===== src/source/ll_sync_pkg.sv =====
`default_nettype none

package ll_sync_pkg;

  // One marker bit per lane word
  localparam int marker_width = 4;

  // Automatic marker on the last lane only
  localparam logic [marker_width-1:0] marker_pattern = 4'b1000;

  // Width of the programmable delay values
  localparam int delay_width = 16;

endpackage

`default_nettype wire


===== src/source/lpif_link_pkg.sv =====
`default_nettype none

package lpif_link_pkg;

  // Packed link vector and PHY word
  localparam int link_width   = 308;
  localparam int phy_width    = 320;

  // Four lane words at quarter rate
  localparam int lane_count   = 4;
  localparam int lane_width   = 80;
  localparam int lane_payload = 77;

  //////////////////////////////////////////////////
  // Field placement in the link vector
  localparam int state_lsb       = 0;
  localparam int state_width     = 16;
  localparam int protid_lsb      = 16;
  localparam int protid_width    = 8;
  localparam int data_lsb        = 24;
  localparam int data_width      = 256;
  localparam int dvalid_lsb      = 280;
  localparam int dvalid_width    = 4;
  localparam int crc_lsb         = 284;
  localparam int crc_width       = 16;
  localparam int crc_valid_lsb   = 300;
  localparam int crc_valid_width = 4;
  localparam int valid_lsb       = 304;
  localparam int valid_width     = 4;

  //////////////////////////////////////////////////
  // Reserved bits inside each lane word
  localparam int strobe_bit      = 1;
  localparam int marker_bit_gen2 = 79;
  localparam int spare_bit_gen2  = 78;
  localparam int marker_bit_gen1 = 39;
  localparam int spare_bit_gen1  = 79;

endpackage

`default_nettype wire


===== src/source/ll_auto_sync.sv =====
`default_nettype none

module ll_auto_sync (
  input  logic                                 clk_wr,
  input  logic                                 rst,
  input  logic                                 tx_online,
  input  logic                                 rx_online,
  input  logic [ll_sync_pkg::delay_width-1:0]  delay_x_value,
  input  logic [ll_sync_pkg::delay_width-1:0]  delay_y_value,
  input  logic [ll_sync_pkg::delay_width-1:0]  delay_z_value,
  input  logic [ll_sync_pkg::marker_width-1:0] tx_mrk_userbit,
  input  logic                                 tx_stb_userbit,
  output logic                                 tx_online_delay,
  output logic                                 rx_online_delay,
  output logic [ll_sync_pkg::marker_width-1:0] tx_auto_mrk_userbit,
  output logic                                 tx_auto_stb_userbit
);

  import ll_sync_pkg::*;

  // Strobe lead-in window is open
  logic stb_active;

  //////////////////////////////////////////////////
  // Transmit side
  // First stage waits delay_z before strobing
  ll_delay_timer u_delay_z (
    .clk_wr (clk_wr),
    .rst    (rst),
    .start  (tx_online),
    .value  (delay_z_value),
    .done   (stb_active)
  );

  // Strobes run delay_y cycles before data is let through
  ll_delay_timer u_delay_y (
    .clk_wr (clk_wr),
    .rst    (rst),
    .start  (stb_active),
    .value  (delay_y_value),
    .done   (tx_online_delay)
  );

  //////////////////////////////////////////////////
  // Receive side
  // Word alignment time before receive is trusted
  ll_delay_timer u_delay_x (
    .clk_wr (clk_wr),
    .rst    (rst),
    .start  (rx_online),
    .value  (delay_x_value),
    .done   (rx_online_delay)
  );

  // Persistent strobe once the lead-in starts
  assign tx_auto_stb_userbit = stb_active | tx_stb_userbit;

  // Persistent marker while transmit is online
  assign tx_auto_mrk_userbit = tx_mrk_userbit |
                               (tx_online ? marker_pattern : {marker_width{1'b0}});

endmodule

`default_nettype wire


===== src/source/ll_delay_timer.sv =====
`default_nettype none

module ll_delay_timer (
  input  logic                            clk_wr,
  input  logic                            rst,
  input  logic                            start,
  input  logic [ll_sync_pkg::delay_width-1:0] value,
  output logic                            done
);

  import ll_sync_pkg::*;

  // Cycles start has been held so far
  logic [delay_width-1:0] count;

  // Count saturates at value
  // Dropping start restarts the qualification
  always_ff @(posedge clk_wr) begin
    if (rst) begin
      count <= '0;
      done  <= 1'b0;
    end else if (!start) begin
      count <= '0;
      done  <= 1'b0;
    end else if (count >= value) begin
      // Held long enough, stays set while start is high
      done  <= 1'b1;
    end else begin
      count <= count + 1'b1;
    end
  end

endmodule

`default_nettype wire


===== src/source/lpif_field_pack.sv =====
`default_nettype none

module lpif_field_pack (
  input  logic                                    clk_wr,
  input  logic                                    rst,
  input  logic                                    rx_online_delay,

  // Upstream channel
  input  logic [lpif_link_pkg::state_width-1:0]     ustrm_state,
  input  logic [lpif_link_pkg::protid_width-1:0]    ustrm_protid,
  input  logic [lpif_link_pkg::data_width-1:0]      ustrm_data,
  input  logic [lpif_link_pkg::dvalid_width-1:0]    ustrm_dvalid,
  input  logic [lpif_link_pkg::crc_width-1:0]       ustrm_crc,
  input  logic [lpif_link_pkg::crc_valid_width-1:0] ustrm_crc_valid,
  input  logic [lpif_link_pkg::valid_width-1:0]     ustrm_valid,

  // Downstream channel
  output logic [lpif_link_pkg::state_width-1:0]     dstrm_state,
  output logic [lpif_link_pkg::protid_width-1:0]    dstrm_protid,
  output logic [lpif_link_pkg::data_width-1:0]      dstrm_data,
  output logic [lpif_link_pkg::dvalid_width-1:0]    dstrm_dvalid,
  output logic [lpif_link_pkg::crc_width-1:0]       dstrm_crc,
  output logic [lpif_link_pkg::crc_valid_width-1:0] dstrm_crc_valid,
  output logic [lpif_link_pkg::valid_width-1:0]     dstrm_valid,

  // Link vectors
  output logic [lpif_link_pkg::link_width-1:0]      txfifo_upstream_data,
  input  logic [lpif_link_pkg::link_width-1:0]      rxfifo_downstream_data
);

  import lpif_link_pkg::*;

  //////////////////////////////////////////////////
  // Transmit packing
  // Plain field placement, no state
  always_comb begin
    txfifo_upstream_data = '0;
    txfifo_upstream_data[state_lsb     +: state_width]     = ustrm_state;
    txfifo_upstream_data[protid_lsb    +: protid_width]    = ustrm_protid;
    txfifo_upstream_data[data_lsb      +: data_width]      = ustrm_data;
    txfifo_upstream_data[dvalid_lsb    +: dvalid_width]    = ustrm_dvalid;
    txfifo_upstream_data[crc_lsb       +: crc_width]       = ustrm_crc;
    txfifo_upstream_data[crc_valid_lsb +: crc_valid_width] = ustrm_crc_valid;
    txfifo_upstream_data[valid_lsb     +: valid_width]     = ustrm_valid;
  end

  //////////////////////////////////////////////////
  // Receive unpacking
  // Fields held at zero until receive alignment is done
  always_ff @(posedge clk_wr) begin
    if (rst || !rx_online_delay) begin
      dstrm_state     <= '0;
      dstrm_protid    <= '0;
      dstrm_data      <= '0;
      dstrm_dvalid    <= '0;
      dstrm_crc       <= '0;
      dstrm_crc_valid <= '0;
      dstrm_valid     <= '0;
    end else begin
      dstrm_state     <= rxfifo_downstream_data[state_lsb     +: state_width];
      dstrm_protid    <= rxfifo_downstream_data[protid_lsb    +: protid_width];
      dstrm_data      <= rxfifo_downstream_data[data_lsb      +: data_width];
      dstrm_dvalid    <= rxfifo_downstream_data[dvalid_lsb    +: dvalid_width];
      dstrm_crc       <= rxfifo_downstream_data[crc_lsb       +: crc_width];
      dstrm_crc_valid <= rxfifo_downstream_data[crc_valid_lsb +: crc_valid_width];
      dstrm_valid     <= rxfifo_downstream_data[valid_lsb     +: valid_width];
    end
  end

endmodule

`default_nettype wire


===== src/source/lpif_phy_concat.sv =====
`default_nettype none

module lpif_phy_concat (
  input  logic                                 clk_wr,
  input  logic                                 rst,
  input  logic                                 m_gen2_mode,
  input  logic                                 tx_online,
  input  logic                                 tx_stb_userbit,
  input  logic [ll_sync_pkg::marker_width-1:0] tx_mrk_userbit,
  input  logic [lpif_link_pkg::link_width-1:0] tx_upstream_data,
  output logic [lpif_link_pkg::link_width-1:0] rx_downstream_data,
  output logic [lpif_link_pkg::phy_width-1:0]  tx_phy0,
  input  logic [lpif_link_pkg::phy_width-1:0]  rx_phy0
);

  import lpif_link_pkg::*;

  // Payload after online gating
  logic [link_width-1:0] tx_payload;
  // Next PHY word before the output register
  logic [phy_width-1:0]  tx_phy_next;

  // Strobe, marker or spare slot for the active mode
  function automatic logic is_reserved(input int pos, input logic gen2);
    logic hit;
    hit = (pos == strobe_bit);
    if (gen2) begin
      hit = hit || (pos == marker_bit_gen2) || (pos == spare_bit_gen2);
    end else begin
      hit = hit || (pos == marker_bit_gen1) || (pos == spare_bit_gen1);
    end
    return hit;
  endfunction

  // Payload bits fill free slots in ascending order
  function automatic logic [lane_width-1:0] lane_insert(
    input logic [lane_payload-1:0] payload,
    input logic                    gen2
  );
    logic [lane_width-1:0] word;
    int j;
    word = '0;
    j = 0;
    for (int p = 0; p < lane_width; p++) begin
      if (!is_reserved(p, gen2)) begin
        word[p] = payload[j];
        j++;
      end
    end
    return word;
  endfunction

  // Inverse of lane_insert
  function automatic logic [lane_payload-1:0] lane_extract(
    input logic [lane_width-1:0] word,
    input logic                  gen2
  );
    logic [lane_payload-1:0] payload;
    int j;
    payload = '0;
    j = 0;
    for (int p = 0; p < lane_width; p++) begin
      if (!is_reserved(p, gen2)) begin
        payload[j] = word[p];
        j++;
      end
    end
    return payload;
  endfunction

  //////////////////////////////////////////////////
  // Transmit lane words
  // Markers and strobe still go out while payload is held off
  assign tx_payload = tx_online ? tx_upstream_data : '0;

  always_comb begin
    tx_phy_next = '0;
    for (int w = 0; w < lane_count; w++) begin
      tx_phy_next[w*lane_width +: lane_width] =
        lane_insert(tx_payload[w*lane_payload +: lane_payload], m_gen2_mode);
      // One marker userbit per lane
      if (m_gen2_mode) begin
        tx_phy_next[w*lane_width + marker_bit_gen2] = tx_mrk_userbit[w];
      end else begin
        tx_phy_next[w*lane_width + marker_bit_gen1] = tx_mrk_userbit[w];
      end
    end
    // Strobe on lane 0 only
    tx_phy_next[strobe_bit] = tx_stb_userbit;
  end

  always_ff @(posedge clk_wr) begin
    if (rst) begin
      tx_phy0 <= '0;
    end else begin
      tx_phy0 <= tx_phy_next;
    end
  end

  //////////////////////////////////////////////////
  // Receive payload extraction
  always_ff @(posedge clk_wr) begin
    for (int w = 0; w < lane_count; w++) begin
      rx_downstream_data[w*lane_payload +: lane_payload] <=
        lane_extract(rx_phy0[w*lane_width +: lane_width], m_gen2_mode);
    end
  end

endmodule

`default_nettype wire


===== src/source/lpif_slave_top.sv =====
`default_nettype none

module lpif_slave_top (
  input  logic                                     clk_wr,
  input  logic                                     rst,

  // Link control
  input  logic                                     tx_online,
  input  logic                                     rx_online,

  // PHY side
  output logic [lpif_link_pkg::phy_width-1:0]        tx_phy0,
  input  logic [lpif_link_pkg::phy_width-1:0]        rx_phy0,

  // Downstream channel
  output logic [lpif_link_pkg::state_width-1:0]      dstrm_state,
  output logic [lpif_link_pkg::protid_width-1:0]     dstrm_protid,
  output logic [lpif_link_pkg::data_width-1:0]       dstrm_data,
  output logic [lpif_link_pkg::dvalid_width-1:0]     dstrm_dvalid,
  output logic [lpif_link_pkg::crc_width-1:0]        dstrm_crc,
  output logic [lpif_link_pkg::crc_valid_width-1:0]  dstrm_crc_valid,
  output logic [lpif_link_pkg::valid_width-1:0]      dstrm_valid,

  // Upstream channel
  input  logic [lpif_link_pkg::state_width-1:0]      ustrm_state,
  input  logic [lpif_link_pkg::protid_width-1:0]     ustrm_protid,
  input  logic [lpif_link_pkg::data_width-1:0]       ustrm_data,
  input  logic [lpif_link_pkg::dvalid_width-1:0]     ustrm_dvalid,
  input  logic [lpif_link_pkg::crc_width-1:0]        ustrm_crc,
  input  logic [lpif_link_pkg::crc_valid_width-1:0]  ustrm_crc_valid,
  input  logic [lpif_link_pkg::valid_width-1:0]      ustrm_valid,

  // Static configuration
  input  logic                                     m_gen2_mode,
  input  logic [ll_sync_pkg::marker_width-1:0]       tx_mrk_userbit,
  input  logic                                     tx_stb_userbit,
  input  logic [ll_sync_pkg::delay_width-1:0]        delay_x_value,
  input  logic [ll_sync_pkg::delay_width-1:0]        delay_y_value,
  input  logic [ll_sync_pkg::delay_width-1:0]        delay_z_value
);

  import lpif_link_pkg::*;
  import ll_sync_pkg::*;

  // Auto sync outputs
  logic                    tx_online_delay;
  logic                    rx_online_delay;
  logic [marker_width-1:0] tx_auto_mrk_userbit;
  logic                    tx_auto_stb_userbit;

  // Link vectors, FIFO and credit stage bypassed
  logic [link_width-1:0]   txfifo_upstream_data;
  logic [link_width-1:0]   rxfifo_downstream_data;

  //////////////////////////////////////////////////
  // Strobe, marker and online sequencing
  ll_auto_sync u_auto_sync (
    .clk_wr              (clk_wr),
    .rst                 (rst),
    .tx_online           (tx_online),
    .rx_online           (rx_online),
    .delay_x_value       (delay_x_value),
    .delay_y_value       (delay_y_value),
    .delay_z_value       (delay_z_value),
    .tx_mrk_userbit      (tx_mrk_userbit),
    .tx_stb_userbit      (tx_stb_userbit),
    .tx_online_delay     (tx_online_delay),
    .rx_online_delay     (rx_online_delay),
    .tx_auto_mrk_userbit (tx_auto_mrk_userbit),
    .tx_auto_stb_userbit (tx_auto_stb_userbit)
  );

  //////////////////////////////////////////////////
  // User channel fields
  lpif_field_pack u_field_pack (
    .clk_wr                 (clk_wr),
    .rst                    (rst),
    .rx_online_delay        (rx_online_delay),
    .ustrm_state            (ustrm_state),
    .ustrm_protid           (ustrm_protid),
    .ustrm_data             (ustrm_data),
    .ustrm_dvalid           (ustrm_dvalid),
    .ustrm_crc              (ustrm_crc),
    .ustrm_crc_valid        (ustrm_crc_valid),
    .ustrm_valid            (ustrm_valid),
    .dstrm_state            (dstrm_state),
    .dstrm_protid           (dstrm_protid),
    .dstrm_data             (dstrm_data),
    .dstrm_dvalid           (dstrm_dvalid),
    .dstrm_crc              (dstrm_crc),
    .dstrm_crc_valid        (dstrm_crc_valid),
    .dstrm_valid            (dstrm_valid),
    .txfifo_upstream_data   (txfifo_upstream_data),
    .rxfifo_downstream_data (rxfifo_downstream_data)
  );

  //////////////////////////////////////////////////
  // Lane words on the PHY
  // Payload gated by the delayed transmit online
  lpif_phy_concat u_phy_concat (
    .clk_wr             (clk_wr),
    .rst                (rst),
    .m_gen2_mode        (m_gen2_mode),
    .tx_online          (tx_online_delay),
    .tx_stb_userbit     (tx_auto_stb_userbit),
    .tx_mrk_userbit     (tx_auto_mrk_userbit),
    .tx_upstream_data   (txfifo_upstream_data),
    .rx_downstream_data (rxfifo_downstream_data),
    .tx_phy0            (tx_phy0),
    .rx_phy0            (rx_phy0)
  );

endmodule

`default_nettype wire


===== config.mk =====
export PLATFORM = sky130hd
export DESIGN_NAME = lpif_slave_top
export DESIGN_NICKNAME = d
export VERILOG_FILES = /design/src/source/ll_sync_pkg.sv /design/src/source/lpif_link_pkg.sv /design/src/source/ll_auto_sync.sv /design/src/source/ll_delay_timer.sv /design/src/source/lpif_field_pack.sv /design/src/source/lpif_phy_concat.sv /design/src/source/lpif_slave_top.sv
export SDC_FILE = /design/constraint.sdc
export NUM_CORES = 1
export LEC_CHECK = 0
export ABC_AREA = 1
export BUFFER_PORTS_ARGS = -buffer_cell sky130_fd_sc_hd__buf_4
export CAP_MARGIN = 5
export CORE_AREA = 2 2 507 509
export CTS_CLUSTER_SIZE = 16
export DETAILED_ROUTE_END_ITERATION = 10
export DIE_AREA = 0 0 509 511
export SYNTH_ARGS = -nofsm -noshare
export SYNTH_HDL_FRONTEND = slang
export SYNTH_SLANG_ARGS = --single-unit

===== constraint.sdc =====
create_clock -name clk_wr -period 5.4 [get_ports clk_wr]
set_clock_uncertainty 0.2 [all_clocks]
set_input_delay 0.54 -clock clk_wr [delete_from_list [all_inputs] [get_ports clk_wr]]
set_output_delay 0.54 -clock clk_wr [all_outputs]
set_load 0.01 [all_outputs]

==> results of run 1 <==
[how the worst max path moves through the flow]
| stage | start | endpoint | slack, ns |
|---|---|---|---|
| floorplan | delay_z_value[15] | u_auto_sync.u_delay_z.done | 3.38 |
| detailed placement | rst | u_phy_concat.tx_phy0[223] | 2.51 |
| CTS | rst | u_phy_concat.tx_phy0[213] | 2.24 |
| global route | rst | u_phy_concat.tx_phy0[221] | 2.06 |
| global placement | rst | u_phy_concat.tx_phy0[223] | 2.51 |
| finish | rst | u_phy_concat.tx_phy0[157] | 2.25 |
[through the flow]
step | cells | hold slack (ns) | util [%] | total power, W
after floorplan | 3558 | 0.1936 | - | 0.007884
after global placement | 7946 | 0.1947 | 17.29 | 0.008377
after detailed placement | 7946 | 0.1966 | 17.29 | 0.008383
after CTS | 8947 | 0.01959 | 21.97 | 0.01736
after global routing | 8966 | 0.03276 | 21.98 | 0.01772
final | 8982 | 0.1113 | 22.00 | 0.01708
[sequential cells by signal, indices dropped and copies added, names as in the netlist]
signal	cells
u_field_pack.dstrm_crc_valid	4
u_auto_sync.u_delay_z.done	1
u_auto_sync.u_delay_y.count	16
u_phy_concat.rx_downstream_data	308
u_field_pack.dstrm_crc	16
u_auto_sync.u_delay_x.count	16
u_field_pack.dstrm_state	16
u_field_pack.dstrm_valid	4
u_field_pack.dstrm_data	256
u_phy_concat.tx_phy0	317
u_auto_sync.u_delay_z.count	16
u_field_pack.dstrm_protid	8
u_auto_sync.u_delay_x.done	1
u_field_pack.dstrm_dvalid	4
u_auto_sync.u_delay_y.done	1
[worst register-to-register path, delay by kind of cell (launching register included)]
family | cells | cell delay, ns
buf+inv | 2 | 1.28
flops | 1 | 0.83
simple gates | 2 | 0.51
[power by group through the flow]
| stage | clock network [W] | logic [W] | registers [W] |
|---|---|---|---|
| floorplan | 0 | 0.000275 | 0.00761 |
| global placement | 0 | 0.000752 | 0.00763 |
| detailed placement | 0 | 0.000757 | 0.00763 |
| CTS | 0.00864 | 0.00125 | 0.00747 |
| global route | 0.00890 | 0.00134 | 0.00748 |
| finish | 0.00836 | 0.00125 | 0.00747 |
[timing repair]
action	CTS	global route
endpoints found under the hold margin	625	0
gates resized for setup	0	0
hold buffers	784	0
[final cells by class]
| class | count | area [um^2] |
|---|---|---|
| Clock buffer | 145 | 3223 |
| Fill cell | 27710 | 199100 |
| Tap cell | 3384 | 4234 |
| Sequential cell | 984 | 19700 |
| Inverter | 493 | 1856 |
| Multi-Input combinational cell | 1761 | 8377 |
| Antenna cell | 35 | 87.58 |
| Timing Repair Buffer | 2108 | 17820 |
| Clock inverter | 72 | 865.8 |
[Yosys cell counts, drive strengths merged]
master	n
a21oi	66
buf	112
clkbuf	208
conb	1
dfxtp	984
ha	51
inv	493
nand2	681
nand3	67
nand3b	1
nand4	20
nor2	528
nor3	2
o21ai	163
o21bai	2
o22ai	156
xnor2	10
xor2	11
[kinds of logic (layout without fill, tap and decap cells)]
logic type | Yosys count | after routing | share of synthesized area (%)
AO/OA/AOI/OAI | 387 | 387 | 7.245
XOR/XNOR | 21 | 21 | 0.5874
adder cells (fa/ha/maj) | 51 | 51 | 2.038
buffers and inverters | 813 | 2818 | 10.46
flip-flops | 984 | 984 | 62.92
other | 1 | 38 | 0.01198
AND/OR/NAND/NOR | 1299 | 1299 | 16.74
[metal layers]
metal / GRT usage, % / share of wire [%]
met1: 12.97 / 32
met2: 24.71 / 50
met3: 6.247 / 11
met4: 8.284 / 6.8
met5: 0 / 0.014
==> results_dict.tcl, run 1 <==
set metrics [dict create \
    outcome "finished clean" \
    drive_above_1_share_pct 29.37 \
    syn_inst 3556 \
    firstDrtPassIters 5 \
    die_h_um 511 \
    design.die.area_um2 260100 \
    crit_chain "dlygate4sd3_1 -> buf_6 -> inv_2 -> nand2_8 -> buf_4 -> o22ai_1 -> dlygate4sd3_1" \
    grt_pass1_wl_mm 246.7 \
    rsz0062_at_grt "false" \
    r2r-end "u_phy_concat.tx_phy0[5]" \
    vias 30780 \
    layout.nets 6201 \
    p_clk_share_pct 49.0 \
    cts_max_level 3 \
    fp.dieW_um 509 \
    p_int_w 0.01296 \
    ys_seq_elements 984 \
    wire_per_inst_um 21.06 \
    p_sw_share_pct 24.14 \
    reg2reg_from "u_auto_sync.u_delay_y.done" \
    r2r_slack_ns 2.57 \
    post-cts-setup-buffer-count 0 \
    ys_warn_count 0 \
    leakage_nw 25.82 \
    synth_area_um2 31310 \
    vias_per_cell 3.427 \
    area_growth_pct 79.39 \
    grt_max_degree 140 \
    avgSynthCellArea_um2 8.804 \
    place_hpwl_mm 150.7 \
    num_rows 186 \
    ioPinCount 1314 \
    root_buffer "clkbuf_16" \
    ir_drop_mv 0.2456 \
    post-route-period-util_pct 58.25 \
    synth_cell_type_count 34 \
    hold_path.class "in2reg" \
    wirelength_mm 189.1 \
    r2r_cells 4 \
    cts_made_buffers 116 \
    clk_latency_ns 0.79 \
    final_cell_mix "buf_4 (1,320), dfxtp_1 (983), dlygate4sd3_1 (784)" \
    min_to "u_phy_concat.rx_downstream_data[272]" \
    start_util_pct 12.26 \
    timing.final.ws_setup_ns 2.255 \
    dpl_cell_area_um2 44140 \
    antenna_found_initial 72 \
    fmax_mhz 317.9 \
    hold_depth 3 \
    cp_slowest_stage_delay_ns 0.60 \
    synth_seq_area_share_pct 62.92 \
    cp_num_buf_inv 5 \
    synth_top_area_share_pct 62.92 \
    cp_slowest_cell "dlygate4sd3_1" \
    worstPathMaxFanout 113 \
    setup_viol 0 \
    path_common_cell "dlygate4sd3_1" \
    yosysTopAreaCell "dfxtp_1" \
    antenna_left 0 \
    place_congestion 0.9159 \
    max_slew_margin_pct 33.91 \
    p_switching_w 0.004123 \
    clk_pin_slew_ns 0.06 \
    groute.usage.overall_pct 13.89 \
    io_buffers 1302 \
    cp-end-kind "flop" \
    power_density_nw_per_um2 304.1 \
    period_minus_slack_ns 3.145 \
    grt-ovfl-total 0 \
    finalInstanceArea_um2 56170 \
    finalHoldViolations 0 \
    tightest_slew_ns 0.9914 \
    tns_ns 0 \
    grt_pass1_vias 30360 \
    drv_cap 0 \
    final_common_cell "buf_4" \
    worstSetupPathDepth 7 \
    clockBufferDepth 3 \
    combPwrFrac_pct 7.3 \
    drv_slew 0 \
    post-place-ws_ns 2.509 \
    crit_family "buffers and inverters" \
    netlist_top_cells_area "dfxtp_1 (63%), nand2_1 (7.6%), nor2_1 (6.2%)" \
    hold_start "rx_phy0[282]" \
    core-area_um2 255300 \
    cts_tree "built" \
    power_frac_seq_pct 43.7 \
    drt_iter0_markers 1947 \
    start_kind "input port" \
    crit_type "in2reg" \
    worstPathArrival_ns 3.59 \
    required_ns 5.85 \
    clock_sinks 984 \
    drc_errors 0 \
]
No activity file was read; power rests on OpenSTA's default activity.
==> inputs of run 2 (changes only) <==
Settings changed: CORE_AREA 2 2 507 509 to 2 2 513 515, DIE_AREA 0 0 509 511 to 0 0 515 517.
Clock period 5.4 ns to 3 ns, I/O delays scaled along.
==> run 2 against run 1 <==
Net effect:
- first-iteration DRC count is 10% higher
- combinational power is 110% higher
- hold slack worse by 0.031 ns
- critical path type is now reg2reg
- global-route usage is 0.052 points lower
- count of clock-buffer cells in the layout is 17 higher
- cell area is 6.9% higher
- critical path depth is 1 higher
- sequential power is 79% higher
==> results_dict.tcl, run 2 (same netlist as run 1, synthesis figures left out) <==
set metrics [dict create \
    place_congestion 0.9374 \
    cp_slowest_stage_delay_ns 0.56 \
    clk_latency_ns 0.83 \
    drt_iter0_markers 2146 \
    place_hpwl_mm 151.8 \
    leakage_nw 27.64 \
    clk_pin_slew_ns 0.06 \
    power_frac_seq_pct 43.9 \
    vias 32940 \
    drive_above_1_share_pct 27.53 \
    required_ns 3.42 \
    ir_drop_mv 0.5509 \
    firstDrtPassIters 7 \
    crit_family "simple AND/OR/NAND/NOR gates" \
    grt_pass1_vias 32350 \
    clock_sinks 984 \
    grt.met2_usage_pct 23.54 \
    cp_num_buf_inv 1 \
    p_int_w 0.02340 \
    met1_usage_pct 13.17 \
    post-cts-setup-buffer-count 0 \
    post-route-period-util_pct 87.52 \
    wirelength_mm 197.4 \
    antenna_found_initial 91 \
    area_growth_pct 91.84 \
    grtUsageMet3_pct 5.834 \
    hold_ws_ns 0.08060 \
    cp-end-kind "flop" \
    die_h_um 517 \
    num_rows 188 \
    final_cell_mix "buf_4 (1,341), dlygate4sd3_1 (1,150), dfxtp_1 (983)" \
    final_cells 9440 \
    rsz0062_at_grt "false" \
    tightest_slew_ns 0.8951 \
    design.die.area_um2 266300 \
    r2r-end "u_auto_sync.u_delay_z.count[5]" \
    io_buffers 1302 \
    outcome "finished clean" \
    setup_viol 0 \
    largest_register_ff_count 317 \
    reg2reg_from "u_auto_sync.u_delay_z.count[15]" \
    grt-ovfl-total 0 \
    power_density_nw_per_um2 509.9 \
    r2r_slack_ns 0.37 \
    clockBufferDepth 4 \
    place_inst 8010 \
    hold_depth 2 \
    crit_type "reg2reg" \
    cp_slowest_cell "dlygate4sd3_1" \
    final_common_cell "buf_4" \
    fmax_mhz 380.8 \
    hold_start "rx_phy0[162]" \
    drc_errors 0 \
    reg_top3 "u_phy_concat.tx_phy0: 317 flops, u_phy_concat.rx_downstream_data: 308 flops, u_field_pack.dstrm_data: 256 flops" \
    p_switching_w 0.007232 \
    worstPathMaxFanout 17 \
    root_buffer "clkbuf_16" \
    r2r_cells 8 \
    drv_slew 0 \
    ioPinCount 1314 \
    core-area_um2 261100 \
    worstSetupPathDepth 8 \
    vias_per_cell 3.489 \
    grt_pass1_wl_mm 253.9 \
    start_kind "flop" \
    start_util_pct 11.99 \
    min_to "u_phy_concat.rx_downstream_data[155]" \
    grt-busiest-layer "met2" \
    nFillCells 27930 \
    drv_cap 0 \
    layout.nets 6595 \
    groute.usage.overall_pct 13.84 \
    antenna_left 0 \
    hold_path.class "in2reg" \
    fp.dieW_um 515 \
    top_register "u_phy_concat.tx_phy0" \
    p_sw_share_pct 23.61 \
    cts_tree "built" \
    cts_max_level 3 \
    period_minus_slack_ns 2.626 \
    crit_chain "ha_1 -> a21oi_2 -> dlygate4sd3_1 -> o21ai_2 -> nor2_4 -> nand2_8 -> nand2_1 -> a21oi_1" \
    grt_max_degree 154 \
    max_slew_margin_pct 40.33 \
    p_clk_share_pct 47.6 \
    combPwrFrac_pct 8.5 \
    cts_made_buffers 116 \
    worstPathArrival_ns 3.05 \
    tns_ns 0 \
    wire_per_inst_um 20.91 \
    finalHoldViolations 0 \
]
[run 2: how the worst max path moves through the flow]
stage,from,end
finish,u_auto_sync.u_delay_z.count[15],u_auto_sync.u_delay_z.count[5]
CTS,u_auto_sync.u_delay_z.count[15],u_auto_sync.u_delay_z.count[6]
global route,u_auto_sync.u_delay_z.count[15],u_auto_sync.u_delay_z.count[4]
floorplan,u_auto_sync.u_delay_z.count[11],u_auto_sync.u_delay_z.done
detailed placement,rst,u_phy_concat.tx_phy0[205]
global placement,rst,u_phy_concat.tx_phy0[205]
[run 2: power by group through the flow]
stage               Clock [W]  Combinational (W)  Sequential, W
finish                 0.0146            0.00261         0.0134
global route           0.0154            0.00279         0.0134
floorplan                   0           0.000494         0.0137
detailed placement          0            0.00139         0.0137
global placement            0            0.00138         0.0137
CTS                    0.0150            0.00258         0.0134
[run 2: final cells by class]
cell class	count	area [um^2]	area share (%)
timing repair buffer	2502	21780	36.26
sequential	984	19700	32.80
inverter	493	1856	3.089
antenna	71	177.7	0.2958
clock inverter	47	605.6	1.008
tap	3420	4279	7.124
multi-input combinational	1761	8377	13.95
clock buffer	162	3286	5.470
[run 2: layer usage]
metal	up-vias	share of wire, %
met2	1697	48
li1	15430	-
met5	-	0.28
met3	569	11
met4	28	8.5
met1	15220	33
[run 2: worst register-to-register path, delay by kind of cell (launching register included)]
kind	cells	cell delay (ns)
AO/OA/AOI/OAI	3	0.25
AND/OR/NAND/NOR	3	0.76
adder cells (fa/ha/maj)	1	0.30
flip-flops	1	0.40
buffers and inverters	1	0.56
[run 2: timing repair]
action | in CTS | in global routing
hold buffers | 1150 | 0
hold endpoints to repair | 641 | 0
gates resized for setup | 0 | 0
[run 2: per-stage QoR]
| step | total power [W] | worst slack [ns] | area [um^2] | utilization (%) |
|---|---|---|---|---|
| finish | 0.03063 | 0.3743 | 60060 | 23.00 |
| global route | 0.03166 | 0.2240 | 59990 | 22.98 |
| CTS | 0.03100 | 0.3772 | 59890 | 22.94 |
| detailed placement | 0.01511 | 0.7799 | 44480 | 17.04 |
| global placement | 0.01509 | 0.7857 | 44480 | 17.04 |
| floorplan | 0.01419 | 1.171 | 31320 | - |
